[config.mk]
export PLATFORM = sky130hd
export DESIGN_NAME = control
export DESIGN_NICKNAME = d
export VERILOG_FILES = /design/src/common/isaPkg.sv /design/src/common/controlPkg.sv /design/src/source/interruptLatch.sv /design/src/source/statusFlags.sv /design/src/sequencer/stateSequencer.sv /design/src/sequencer/controlDecoder.sv /design/src/source/control.sv
export SDC_FILE = /design/constraint.sdc
export NUM_CORES = 1
export LEC_CHECK = 0
export BUFFER_PORTS_ARGS = -buffer_cell sky130_fd_sc_hd__buf_2
export CORE_UTILIZATION = 30
export CTS_BUF_LIST = sky130_fd_sc_hd__clkbuf_2 sky130_fd_sc_hd__clkbuf_4 sky130_fd_sc_hd__clkbuf_8
export DETAILED_ROUTE_END_ITERATION = 10
export PLACE_DENSITY_LB_ADDON = 0.2
export REMOVE_ABC_BUFFERS = 1
export SETUP_SLACK_MARGIN = 0.05
export SLEW_MARGIN = 20
export SYNTH_ARGS = -nofsm -noshare
export SYNTH_HDL_FRONTEND = slang
export SYNTH_SLANG_ARGS = --single-unit
[constraint.sdc]
create_clock -name Clock -period 1.7 [get_ports Clock]
set_input_delay 0.085 -clock Clock [delete_from_list [all_inputs] [get_ports Clock]]
set_output_delay 0.085 -clock Clock [all_outputs]
set_load 0.01 [all_outputs]
[src/common/isaPkg.sv]
// Instruction set definitions
`default_nettype none

package isaPkg;

   // instruction class, bits 7..3 of the opcode byte
   typedef enum logic [4:0] {
      ADD,
      ADDI,
      ADDIB,
      ADC,
      ADCI,
      SUB,
      SUBI,
      SUBIB,
      SUC,
      SUCI,
      NEG,
      CMP,
      CMPI,
      AND,
      OR,
      XOR,
      NOT,
      NAND,
      NOR,
      LSL,
      LSR,
      ASR,
      LUI,
      LLI,
      LDW,
      STW,
      BRANCH,
      INTERRUPT
   } opcodeT;

   // condition code, bits 2..0 of the opcode byte
   typedef enum logic [2:0] {
      BR, BNE, BE, BLT, BGE, BWL, RET, JMP
   } branchT;

   // the same field under INTERRUPT
   localparam branchT CodeEi = branchT'(3'd1);  // enable interrupts
   localparam branchT CodeDi = branchT'(3'd2);  // disable interrupts

   // bit positions in the flag word
   localparam int FlagC = 0;
   localparam int FlagZ = 1;
   localparam int FlagN = 2;
   localparam int FlagV = 3;
   localparam int FlagWidth = 4;

endpackage

`default_nettype wire

[src/common/controlPkg.sv]
// Datapath control codes
`default_nettype none

package controlPkg;

   // ALU function select
   typedef enum logic [3:0] {
      FnA,     // pass operand 1
      FnADD,
      FnADC,
      FnSUB,
      FnNEG,
      FnAND,
      FnOR,
      FnXOR,
      FnNOT,
      FnNAND,
      FnNOR,
      FnLSL,
      FnLSR,
      FnASR,
      FnLUI,
      FnLLI
   } aluFnT;

   typedef enum logic {Op1Rd1, Op1Pc} op1SelT;
   typedef enum logic {Op2Imm, Op2Rd2} op2SelT;
   typedef enum logic {WdAlu, WdSys} wdSelT;     // register write data source
   typedef enum logic {ImmLong, ImmShort} immSelT;
   typedef enum logic [1:0] {Pc1, PcAluOut, PcSysbus, PcInt} pcSelT;
   typedef enum logic {LrSys, LrPc} lrSelT;
   typedef enum logic [1:0] {Rs1Ra, Rs1Rd, Seven} rs1SelT;  // seven is the stack pointer

   // control states
   typedef enum logic [1:0] {Fetch, Execute, Interrupt} majorStateT;
   typedef enum logic [2:0] {Cycle0, Cycle1, Cycle2, Cycle3, Cycle4} subCycleT;

endpackage

`default_nettype wire

[src/source/interruptLatch.sv]
// Interrupt request latch
`timescale 1ns/1ns
`default_nettype none

module interruptLatch #(
   parameter int SyncStages = 2
) (
   input  wire  Clock,
   input  wire  nReset,
   input  wire  nIRQ,
   input  logic IntClear,
   input  logic IntEnable,
   input  logic IntDisable,
   output logic IntReq
);

   logic [SyncStages-1:0] syncReg;  // request in the core clock domain
   logic intStatus;                 // interrupts enabled

   always_ff @(posedge Clock or negedge nReset) begin
      if (!nReset) begin
         syncReg <= '0;
      end else begin
         syncReg[0] <= ~nIRQ;
         for (int i = 1; i < SyncStages; i++) begin
            syncReg[i] <= syncReg[i-1];
         end
      end
   end

   always_ff @(posedge Clock or negedge nReset) begin
      if (!nReset) begin
         IntReq <= 1'b0;
         intStatus <= 1'b0;
      end else begin
         if (syncReg[SyncStages-1] && intStatus) begin
            IntReq <= 1'b1;
         end else if (IntClear) begin
            IntReq <= 1'b0;     // entry sequence done
         end
         if (IntEnable) begin
            intStatus <= 1'b1;
         end else if (IntDisable) begin
            intStatus <= 1'b0;
         end
      end
   end

endmodule

`default_nettype wire

[src/source/statusFlags.sv]
// Status register and branch test
`timescale 1ns/1ns
`default_nettype none

module statusFlags (
   input  wire                          Clock,
   input  wire                          nReset,
   input  wire  [isaPkg::FlagWidth-1:0] Flags,
   input  logic                         StatusWe,
   input  isaPkg::branchT               Branch,
   output logic                         BranchTaken,
   output logic                         CFlag
);

   logic [isaPkg::FlagWidth-1:0] statusReg;
   logic nDiffV;  // N equals V

   always_ff @(posedge Clock or negedge nReset) begin
      if (!nReset) begin
         statusReg <= '0;
      end else if (StatusWe) begin
         statusReg <= Flags;
      end
   end

   assign CFlag = statusReg[isaPkg::FlagC];
   assign nDiffV = statusReg[isaPkg::FlagN] == statusReg[isaPkg::FlagV];

   always_comb begin
      case (Branch)
         isaPkg::BR, isaPkg::BWL: BranchTaken = 1'b1;
         isaPkg::BNE: BranchTaken = !statusReg[isaPkg::FlagZ];
         isaPkg::BE:  BranchTaken = statusReg[isaPkg::FlagZ];
         isaPkg::BLT: BranchTaken = !nDiffV;  // signed less than
         isaPkg::BGE: BranchTaken = nDiffV;
         default:     BranchTaken = 1'b0;     // ret and jmp decoded elsewhere
      endcase
   end

endmodule

`default_nettype wire

[src/sequencer/stateSequencer.sv]
// Control state sequencer
`timescale 1ns/1ns
`default_nettype none

module stateSequencer (
   input  wire                    Clock,
   input  wire                    nReset,
   input  isaPkg::opcodeT         Opcode,
   input  isaPkg::branchT         Branch,
   input  logic                   IntReq,
   output controlPkg::majorStateT MajorState,
   output controlPkg::subCycleT   SubCycle
);

   logic longOp;  // five cycle execute
   controlPkg::subCycleT nextSub;

   assign longOp = (Opcode == isaPkg::LDW) || (Opcode == isaPkg::STW);
   assign nextSub = controlPkg::subCycleT'(SubCycle + 3'd1);

   always_ff @(posedge Clock or negedge nReset) begin
      if (!nReset) begin
         MajorState <= controlPkg::Fetch;
         SubCycle <= controlPkg::Cycle0;
      end else begin
         case (MajorState)
            controlPkg::Fetch: begin
               if (SubCycle == controlPkg::Cycle0 && IntReq) begin
                  MajorState <= controlPkg::Interrupt;  // take it before the next load
               end else if (SubCycle == controlPkg::Cycle3) begin
                  MajorState <= controlPkg::Execute;
                  SubCycle <= controlPkg::Cycle0;
               end else begin
                  SubCycle <= nextSub;
               end
            end
            controlPkg::Execute: begin
               if (SubCycle == controlPkg::Cycle4 ||
                   (SubCycle == controlPkg::Cycle0 && !longOp)) begin
                  MajorState <= controlPkg::Fetch;
                  SubCycle <= controlPkg::Cycle0;
               end else begin
                  SubCycle <= nextSub;
               end
            end
            controlPkg::Interrupt: begin
               if (SubCycle == controlPkg::Cycle4) begin
                  MajorState <= controlPkg::Fetch;
                  SubCycle <= controlPkg::Cycle0;
               end else begin
                  SubCycle <= nextSub;
               end
            end
            default: begin
               MajorState <= controlPkg::Fetch;
               SubCycle <= controlPkg::Cycle0;
            end
         endcase
      end
   end

endmodule

`default_nettype wire

[src/sequencer/controlDecoder.sv]
// Control output decoder
`timescale 1ns/1ns
`default_nettype none

module controlDecoder (
   input  controlPkg::majorStateT MajorState,
   input  controlPkg::subCycleT   SubCycle,
   input  isaPkg::opcodeT         Opcode,
   input  isaPkg::branchT         Branch,
   input  logic                   BranchTaken,
   output controlPkg::aluFnT      AluOp,
   output controlPkg::op1SelT     Op1Sel,
   output controlPkg::op2SelT     Op2Sel,
   output controlPkg::wdSelT      WdSel,
   output controlPkg::immSelT     ImmSel,
   output controlPkg::pcSelT      PcSel,
   output controlPkg::lrSelT      LrSel,
   output controlPkg::rs1SelT     Rs1Sel,
   output logic                   AluEn,
   output logic                   AluWe,
   output logic                   LrEn,
   output logic                   LrWe,
   output logic                   PcWe,
   output logic                   PcEn,
   output logic                   IrWe,
   output logic                   RegWe,
   output logic                   MemEn,
   output logic                   nWE,
   output logic                   nOE,
   output logic                   nME,
   output logic                   ENB,
   output logic                   ALE,
   output logic                   StatusWe,
   output logic                   IntClear,
   output logic                   IntEnable,
   output logic                   IntDisable
);

   // ALU function of a single cycle op
   function automatic controlPkg::aluFnT aluFunction(isaPkg::opcodeT op);
      case (op)
         isaPkg::ADD, isaPkg::ADDI, isaPkg::ADDIB: return controlPkg::FnADD;
         isaPkg::ADC, isaPkg::ADCI, isaPkg::SUC, isaPkg::SUCI: return controlPkg::FnADC;
         isaPkg::SUB, isaPkg::SUBI, isaPkg::SUBIB: return controlPkg::FnSUB;
         isaPkg::CMP, isaPkg::CMPI: return controlPkg::FnSUB;
         isaPkg::NEG:  return controlPkg::FnNEG;
         isaPkg::AND:  return controlPkg::FnAND;
         isaPkg::OR:   return controlPkg::FnOR;
         isaPkg::XOR:  return controlPkg::FnXOR;
         isaPkg::NOT:  return controlPkg::FnNOT;
         isaPkg::NAND: return controlPkg::FnNAND;
         isaPkg::NOR:  return controlPkg::FnNOR;
         isaPkg::LSL:  return controlPkg::FnLSL;
         isaPkg::LSR:  return controlPkg::FnLSR;
         isaPkg::ASR:  return controlPkg::FnASR;
         isaPkg::LUI:  return controlPkg::FnLUI;
         isaPkg::LLI:  return controlPkg::FnLLI;
         default:      return controlPkg::FnA;
      endcase
   endfunction

   always_comb begin
      AluOp = controlPkg::FnA;
      Op1Sel = controlPkg::Op1Rd1;
      Op2Sel = controlPkg::Op2Imm;
      WdSel = controlPkg::WdAlu;
      ImmSel = controlPkg::ImmLong;
      PcSel = controlPkg::Pc1;
      LrSel = controlPkg::LrSys;
      Rs1Sel = controlPkg::Rs1Ra;
      AluEn = 1'b0;
      AluWe = 1'b0;
      LrEn = 1'b0;
      LrWe = 1'b0;
      PcWe = 1'b0;
      PcEn = 1'b0;
      IrWe = 1'b0;
      RegWe = 1'b0;
      MemEn = 1'b0;
      nWE = 1'b0;
      nOE = 1'b0;
      nME = 1'b1;
      ENB = 1'b0;
      ALE = 1'b0;
      StatusWe = 1'b0;
      IntClear = 1'b0;
      IntEnable = 1'b0;
      IntDisable = 1'b0;
      case (MajorState)
         controlPkg::Fetch: begin
            case (SubCycle)
               controlPkg::Cycle0: begin  // pc out as address
                  ALE = 1'b1;
                  nWE = 1'b1;
                  nOE = 1'b1;
                  PcEn = 1'b1;
               end
               controlPkg::Cycle1: begin
                  nME = 1'b0;
                  nWE = 1'b1;
                  MemEn = 1'b1;
               end
               controlPkg::Cycle2: begin
                  nME = 1'b0;
                  nWE = 1'b1;
                  MemEn = 1'b1;
                  ENB = 1'b1;      // instruction on the bus
               end
               controlPkg::Cycle3: begin
                  nWE = 1'b1;
                  MemEn = 1'b1;
                  IrWe = 1'b1;
               end
               default: ;
            endcase
         end
         controlPkg::Execute: begin
            if (SubCycle == controlPkg::Cycle0) begin
               case (Opcode)
                  isaPkg::LDW, isaPkg::STW: begin  // address add
                     AluOp = controlPkg::FnADD;
                     ImmSel = controlPkg::ImmShort;
                     AluEn = 1'b1;
                     AluWe = 1'b1;
                  end
                  isaPkg::BRANCH: begin
                     PcWe = 1'b1;
                     case (Branch)
                        isaPkg::RET: begin  // return address from link register
                           LrEn = 1'b1;
                           PcSel = controlPkg::PcSysbus;
                        end
                        isaPkg::JMP: begin
                           AluOp = controlPkg::FnADD;
                           ImmSel = controlPkg::ImmShort;
                           PcSel = controlPkg::PcAluOut;
                        end
                        default: begin  // pc relative target
                           AluOp = controlPkg::FnADD;
                           Op1Sel = controlPkg::Op1Pc;
                           AluEn = 1'b1;
                           if (BranchTaken) begin
                              PcSel = controlPkg::PcAluOut;
                              LrWe = Branch == isaPkg::BWL;
                              LrSel = controlPkg::LrPc;
                           end
                        end
                     endcase
                  end
                  isaPkg::INTERRUPT: begin
                     PcWe = 1'b1;
                     PcEn = 1'b1;
                     IntEnable = Branch == isaPkg::CodeEi;
                     IntDisable = Branch == isaPkg::CodeDi;
                  end
                  default: begin  // alu, compare, shift, lui and lli
                     AluOp = aluFunction(Opcode);
                     PcEn = 1'b1;
                     PcWe = 1'b1;
                     StatusWe = 1'b1;
                     RegWe = !(Opcode inside {isaPkg::CMP, isaPkg::CMPI});
                     AluEn = Opcode inside {isaPkg::LUI, isaPkg::LLI};
                     case (Opcode)
                        isaPkg::ADD, isaPkg::ADC, isaPkg::SUB, isaPkg::SUC, isaPkg::CMP,
                        isaPkg::AND, isaPkg::OR, isaPkg::XOR, isaPkg::NAND, isaPkg::NOR:
                           Op2Sel = controlPkg::Op2Rd2;
                        isaPkg::ADDI, isaPkg::ADCI, isaPkg::SUBI, isaPkg::SUCI, isaPkg::CMPI,
                        isaPkg::LSL, isaPkg::LSR, isaPkg::ASR:
                           ImmSel = controlPkg::ImmShort;
                        isaPkg::ADDIB, isaPkg::SUBIB, isaPkg::LUI, isaPkg::LLI:
                           Rs1Sel = controlPkg::Rs1Rd;
                        default: ;
                     endcase
                  end
               endcase
            end else begin  // memory cycles of ldw and stw
               case (SubCycle)
                  controlPkg::Cycle1: begin
                     ALE = 1'b1;
                     nWE = 1'b1;
                     nOE = 1'b1;
                     AluOp = controlPkg::FnADD;
                     ImmSel = controlPkg::ImmShort;
                     AluEn = 1'b1;
                  end
                  controlPkg::Cycle2: begin  // store data through the alu
                     nME = 1'b0;
                     nWE = 1'b1;
                     nOE = Opcode == isaPkg::STW;
                     MemEn = Opcode == isaPkg::LDW;
                     Rs1Sel = controlPkg::Rs1Rd;
                     AluEn = 1'b1;
                     AluWe = 1'b1;
                  end
                  controlPkg::Cycle3: begin
                     nME = 1'b0;
                     nWE = Opcode == isaPkg::LDW;
                     nOE = Opcode == isaPkg::STW;
                     MemEn = Opcode == isaPkg::LDW;
                     ENB = Opcode == isaPkg::LDW;
                     AluEn = Opcode == isaPkg::STW;  // hold write data
                  end
                  controlPkg::Cycle4: begin
                     PcWe = 1'b1;
                     nWE = Opcode == isaPkg::LDW;
                     nOE = Opcode == isaPkg::STW;
                     MemEn = Opcode == isaPkg::LDW;
                     AluEn = Opcode == isaPkg::STW;
                     RegWe = Opcode == isaPkg::LDW;
                     WdSel = controlPkg::WdSys;
                  end
                  default: ;
               endcase
            end
         end
         controlPkg::Interrupt: begin
            case (SubCycle)
               controlPkg::Cycle0: begin  // stack pointer through the alu
                  Rs1Sel = controlPkg::Seven;
                  AluEn = 1'b1;
                  AluWe = 1'b1;
               end
               controlPkg::Cycle1: begin
                  Rs1Sel = controlPkg::Seven;
                  AluEn = 1'b1;
                  ALE = 1'b1;
                  nWE = 1'b1;
                  nOE = 1'b1;
               end
               controlPkg::Cycle2: begin
                  nME = 1'b0;
                  nWE = 1'b1;
                  nOE = 1'b1;
                  PcEn = 1'b1;
               end
               controlPkg::Cycle3: begin  // pc written to the stack
                  nME = 1'b0;
                  nOE = 1'b1;
                  PcEn = 1'b1;
               end
               controlPkg::Cycle4: begin
                  nOE = 1'b1;
                  PcEn = 1'b1;
                  PcWe = 1'b1;
                  PcSel = controlPkg::PcInt;
                  IntClear = 1'b1;
               end
               default: ;
            endcase
         end
         default: ;
      endcase
   end

endmodule

`default_nettype wire

[src/source/control.sv]
// Processor control unit
`timescale 1ns/1ns
`default_nettype none

module control #(
   parameter int SyncStages = 2
) (
   input  wire  [7:0]                   OpcodeCondIn,
   input  wire  [isaPkg::FlagWidth-1:0] Flags,
   input  wire                          nIRQ,
   input  wire                          Clock,
   input  wire                          nReset,
   output controlPkg::aluFnT            AluOp,
   output controlPkg::op1SelT           Op1Sel,
   output controlPkg::op2SelT           Op2Sel,
   output controlPkg::wdSelT            WdSel,
   output controlPkg::immSelT           ImmSel,
   output controlPkg::pcSelT            PcSel,
   output controlPkg::lrSelT            LrSel,
   output controlPkg::rs1SelT           Rs1Sel,
   output logic                         AluEn,
   output logic                         AluWe,
   output logic                         LrEn,
   output logic                         LrWe,
   output logic                         PcWe,
   output logic                         PcEn,
   output logic                         IrWe,
   output logic                         RegWe,
   output logic                         MemEn,   // pad control
   output logic                         nWE,
   output logic                         nOE,
   output logic                         nME,
   output logic                         ENB,
   output logic                         ALE,
   output logic                         CFlag
);

   isaPkg::opcodeT opcode;
   isaPkg::branchT branch;
   controlPkg::majorStateT majorState;
   controlPkg::subCycleT subCycle;
   logic intReq;
   logic intClear;
   logic intEnable;
   logic intDisable;
   logic statusWe;
   logic branchTaken;

   assign opcode = isaPkg::opcodeT'(OpcodeCondIn[7:3]);
   assign branch = isaPkg::branchT'(OpcodeCondIn[2:0]);

   interruptLatch #(.SyncStages(SyncStages)) intLatch0 (
      .Clock, .nReset, .nIRQ,
      .IntClear(intClear), .IntEnable(intEnable), .IntDisable(intDisable),
      .IntReq(intReq)
   );

   statusFlags flags0 (
      .Clock, .nReset, .Flags,
      .StatusWe(statusWe), .Branch(branch),
      .BranchTaken(branchTaken), .CFlag
   );

   stateSequencer seq0 (
      .Clock, .nReset,
      .Opcode(opcode), .Branch(branch), .IntReq(intReq),
      .MajorState(majorState), .SubCycle(subCycle)
   );

   controlDecoder dec0 (
      .MajorState(majorState), .SubCycle(subCycle),
      .Opcode(opcode), .Branch(branch), .BranchTaken(branchTaken),
      .AluOp, .Op1Sel, .Op2Sel, .WdSel, .ImmSel, .PcSel, .LrSel, .Rs1Sel,
      .AluEn, .AluWe, .LrEn, .LrWe, .PcWe, .PcEn, .IrWe, .RegWe,
      .MemEn, .nWE, .nOE, .nME, .ENB, .ALE,
      .StatusWe(statusWe), .IntClear(intClear),
      .IntEnable(intEnable), .IntDisable(intDisable)
   );

endmodule

`default_nettype wire

# == Yosys cells after proc, flatten, opt, wreduce, memory -nomap -nowiden ==
# Memories as Yosys holds them, arrays and structs flattened.
# Cells that the tools add are included.
# classes
n_addsub,1
mux,118
n_reduce_logical,34
bitwise_logic,1
eq_ne,43
# ops
op,n
$mux 1,80
$eq 5x5->1 const B,11
$eq 5x4->1 const B,7
$pmux 1 s3,7
$eq 5x3->1 const B,4
$mux 2,10
$pmux 1 s2,8
$reduce_or 4->1,4
$eq 3x3->1 const B,5
$reduce_or 2->1,7
$eq 3x2->1 const B,4
$mux 3,4
$pmux 2 s2,3
$pmux 4 s3,1
$eq 5x2->1 const B,2
$reduce_or 10->1,1
$pmux 3 s3,1
$reduce_or 3->1,3
$mux 4,2
$reduce_bool 2->1,4
$reduce_or 8->1,1
$eq 3x1->1 const B,2
$logic_not 3->1,2
$pmux 2 s3,1
other kinds (16),23
# word_totals
mem_bits_ro,128
input_bits,15
n_memories,1
elab_cells,204
ff_bits,13
out_inout_bits,28
# mem_list
name,words,word_bits,read_ports,rd_clocked_by_memory_dff,write_ports,line_no,source
(name not given),32,4,1,0,0,controlDecoder.sv:41,case (op)

# == Logic depth before layout (Yosys ltp) ==
# depth
word_depth,8
depth_mapped,7
depth_no_buf,6

# == Modules after synthesis ==
# Synthesis repeated with hierarchy kept, for this count alone.
# hier_totals
hier_cells,226
area_unflattened_um2,1749.2
# modules_own_cells
mod,cells_per_inst,seq_area_each_um2,n_inst,area_per_inst_um2
controlDecoder,161,0.0,1,992.2
stateSequencer,40,125.1,1,432.9
statusFlags,15,100.1,1,192.7
interruptLatch,10,100.1,1,131.4

# == Least setup slack after synthesis ==
# OpenSTA, ideal clock, no wires.
# synth_path
path_type,register -> output
start,register seq0.SubCycle[1]
end,output port LrSel
required_ns,1.615
slack_ns,-0.139
path_buffers,0
t_arrival_ns,1.754
path_stages_with_launch,7
path_cell_list,dfrtp_1 inv_1 ha_1 nand3b_2 or3_1 a21oi_1 nor2b_1
# synth_between
elab_chain_cells,3
# synth_rtl
element,line_no,source
from (decl),stateSequencer.sv:12,output controlPkg::subCycleT SubCycle
from (signal assigned),stateSequencer.sv:24,SubCycle <= controlPkg::Cycle0;
from (signal assigned),stateSequencer.sv:32,SubCycle <= controlPkg::Cycle0;
from (signal assigned),stateSequencer.sv:34,SubCycle <= nextSub;
$logic_not 3->1,controlDecoder.sv:118,if (SubCycle == controlPkg::Cycle0) begin
$mux 1,controlDecoder.sv:118,
$mux 1,controlDecoder.sv:89,case (MajorState)
to (decl),control.sv:19,"output controlPkg::lrSelT LrSel,"
# Every way passes these cells.

# == Worst setup path in the final report ==
# layout_path
start,register seq0.SubCycle[0]
end,output port nOE
# layout_between
elab_chain_cells,5
word_cells_on_any_way,12
classes_between,4 x eq/ne; 5 x mux; 3 x reduce/logical
# layout_rtl
element,line_no,source
$eq 3x2->1 / $eq 3x3->1 (equally long branches),"controlDecoder.sv:177, controlDecoder.sv:217",
$reduce_or 3->1 (no source line),-,
$pmux 1 s2,controlDecoder.sv:177,case (SubCycle)
$mux 1,controlDecoder.sv:118,
$pmux 1 s3 *,controlDecoder.sv:89,
to (decl),control.sv:31,"output logic nOE,"
# Every way passes the cells marked *; elsewhere a longest branch is shown, timed or not.

==> metrics.txt <==
required time of the worst setup path roughly 1.6 ns; Total Wirelength about 5.3 mm; 1st-iter DRT viols 53; Hold Vio Cnt, Final 0; GP Congestion 0.833; worst skew pair latency 0.24 ns; minimum clock period 1.88 ns; Bufs on Longest Clock Path 2; 1st-pass router iterations 4; number of global-route vias before repair ~1800; Crit path arrival time about 1.8 ns; total grt overflow 0; Synth area leaders dfrtp_1 (20%), ha_1 (7.9%), nand2_1 (5.2%); Post-Synthesis Cell Area 0.00159 mm²; Power Density between 1500 and 2000 mW/mm²; worst slew pin tran about 0.32 ns; VDD IR max about 870 µV; share of layout cells above drive strength 1 between 50% and 60%; Most Crowded Layer GR met2; area of placed instances around 0.0021 mm²; H-tree depth 1; met3 Resource Use GR under 10%; violated checks negative setup slack; CTS tree built; Post-DP HPWL ~3.8 mm; Unique masters post-synth 54; final setup margin -0.179 ns; # DRC 0; die footprint around 0.0056 mm²; leading area contributor after synthesis dfrtp_1; fin. max-slew vios 0; # Max-Cap Violations 0; Final nets between 300 and 400; Async SR Flop Fraction 100%; Final Cycle Share 111%; Post-DRT Antenna Nets 0; grt met2 use 33.1%; number of I/O port buffers 42; f_max 532 MHz; final core occ 53.6%; final instance area 0.00274 mm²; Ant. Diodes 0; status complete, but fails checks; register area share after synthesis about 20%; Tightest Hold Check Type input pin to flop; final setup TNS -1.71 ns; Syn Inst Count 219; Seq cells post-synth 13; global-route wire length before repair between 8 and 9 mm; Setup-failing EPs final 18; vias roughly 1900; Die H 74.8 µm; RSZ-0062 raised after global routing true; row cnt 26; clock-pin transition on the worst setup and hold timing paths ~0.050 ns; leakage 0.00125 µW; vias per cell 5.15; Post-synth EDFFs 0; crit end category output pin; Top FF cell, synth dfrtp_1; largest net degree at the start of global routing 16; Die X between 70 and 80 µm; commonest non-fill, non-tap cell in the layout buf_4; area grow syn2layout 72.2%; met1 global-route usage a little over a quarter; CTS Sinks 13; Ports 43; Synth top area share 20.5%; synthesized area per cell approximately 7.3 µm²; Clock Skews approximately 0.0007 ns; Yosys Warn Count 0; Initial Utilization 31.1%; antenna violations before repair 0; commonest cells after routing, fill and taps aside buf_4 (44), buf_2 (41), nand2_1 (19); Max Fanout on Critical Path 4; kind of critical path flop to output pin; root buffer cell clkbuf_8; Slew headroom between 70% and 80%; WL/cell around 14 µm; CORE AREA roughly 0.0051 mm²; Num CTS Buffers 3; Worst Setup Start Kind flop; Overall Global Routing Usage slightly below 20%
## per-stage QoR
step	setup slack, ns	total power (µW)	instances	hold WS [ns]
6_report	-0.179	4740	377	0.0707
5_1_grt	-0.288	5090	377	0.0727
4_1_cts	-0.170	4250	371	0.0684
3_5_place_dp	-0.161	3250	353	-0.00977
3_3_place_gp	-0.126	3260	353	-0.0148
2_1_floorplan	-0.322	1980	201	-0.211
## Yosys cell counts, drive strengths merged (2+ instances only)
cell type,instances
o32ai,2
buf,10
o21bai,2
and2,3
ha,10
dfrtp,13
a22oi,4
a31oi,3
nand3b,2
and3,3
o221ai,3
nor2b,4
mux2i,2
and3b,2
a31o,2
a211oi,2
nand3,4
nor3,6
o21ai,19
nand2b,9
nand2,22
mux2,4
inv,15
o311ai,2
clkbuf,8
nor2,21
xnor2,2
a22o,3
a2bb2oi,2
a21oi,15
## worst paths after layout
check                      slack [ns]  cells past startpoint                              end                           start
max                             -0.18                      8                              nOE    seq0.SubCycle[0]$_DFFE_PN0N_
min                              0.07                      2  flags0.statusReg[2]$_DFFE_PN0P_                        Flags[2]
max reg2reg                     -0.13                      7  intLatch0.intStatus$_DFFE_PN0P_    seq0.SubCycle[0]$_DFFE_PN0N_
min reg2reg                      0.35                      0   intLatch0.syncReg[1]$_DFF_PN0_  intLatch0.syncReg[0]$_DFF_PN0_
max in group asynchronous        1.20                      2     seq0.SubCycle[0]$_DFFE_PN0N_                          nReset
min in group asynchronous        0.27                      2  flags0.statusReg[2]$_DFFE_PN0P_                          nReset
## per-layer routing
| metal | share of wire, % | vias to the layer above | routed length, µm |
|---|---|---|---|
| met4 | 1.7 | 0 | 92 |
| met2 | 49 | 39 | 2610 |
| met1 | 46 | 931 | 2450 |
| met5 | 0 | - | 0 |
| met3 | 2.7 | 10 | 144 |
| li1 | - | 961 | - |
## registers in the layout, indices dropped and copies added (netlist names)
name and cells:
flags0.statusReg 4, seq0.SubCycle 3, intLatch0.syncReg 2, seq0.MajorState 2, intLatch0.IntReq 1, intLatch0.intStatus 1
## cells by family after synthesis
group / count (synthesis) / synth area share [%]
flops: 13 / 20.5
xor+xnor: 3 / 1.65
buf+inv: 33 / 8.35
fa+ha+maj: 10 / 7.87
compound gates: 68 / 28.5
simple gates: 86 / 29.1
mux: 6 / 4.09
## report_power, final
part | switching (µW) | total (µW) | leakage, µW | internal, µW
combinational | 1890 | 3950 | 0.00107 | 2060
sequential | 80.6 | 505 | 0.000153 | 425
clock | 107 | 288 | 0.0000262 | 181
## worst max-delay path: stages (launching register included)
cell	delay, ns
dfrtp_1	0.40
buf_6	0.14
ha_4	0.16
ha_4	0.17
a21oi_4	0.15
nand2b_1	0.09
a311oi_1	0.21
nor3_1	0.08
buf_2	0.14
## timing repair
action                                  CTS  global route
setup buffers                            13             9
pin swaps                                22            14
gates resized for setup                  68            38
hold buffers                              2             0
endpoints found under the setup margin   35            33
hold endpoints to repair                 14             0
## layout make-up
cell class,count,area [µm²]
Clock buffer,4,48.8
Sequential cell,13,325
Inverter,15,56.3
Timing Repair Buffer,102,724
Fill cell,474,2370
Multi-Input combinational cell,173,1490
Tap cell,70,87.6
Power figures use the tool's default switching activity.
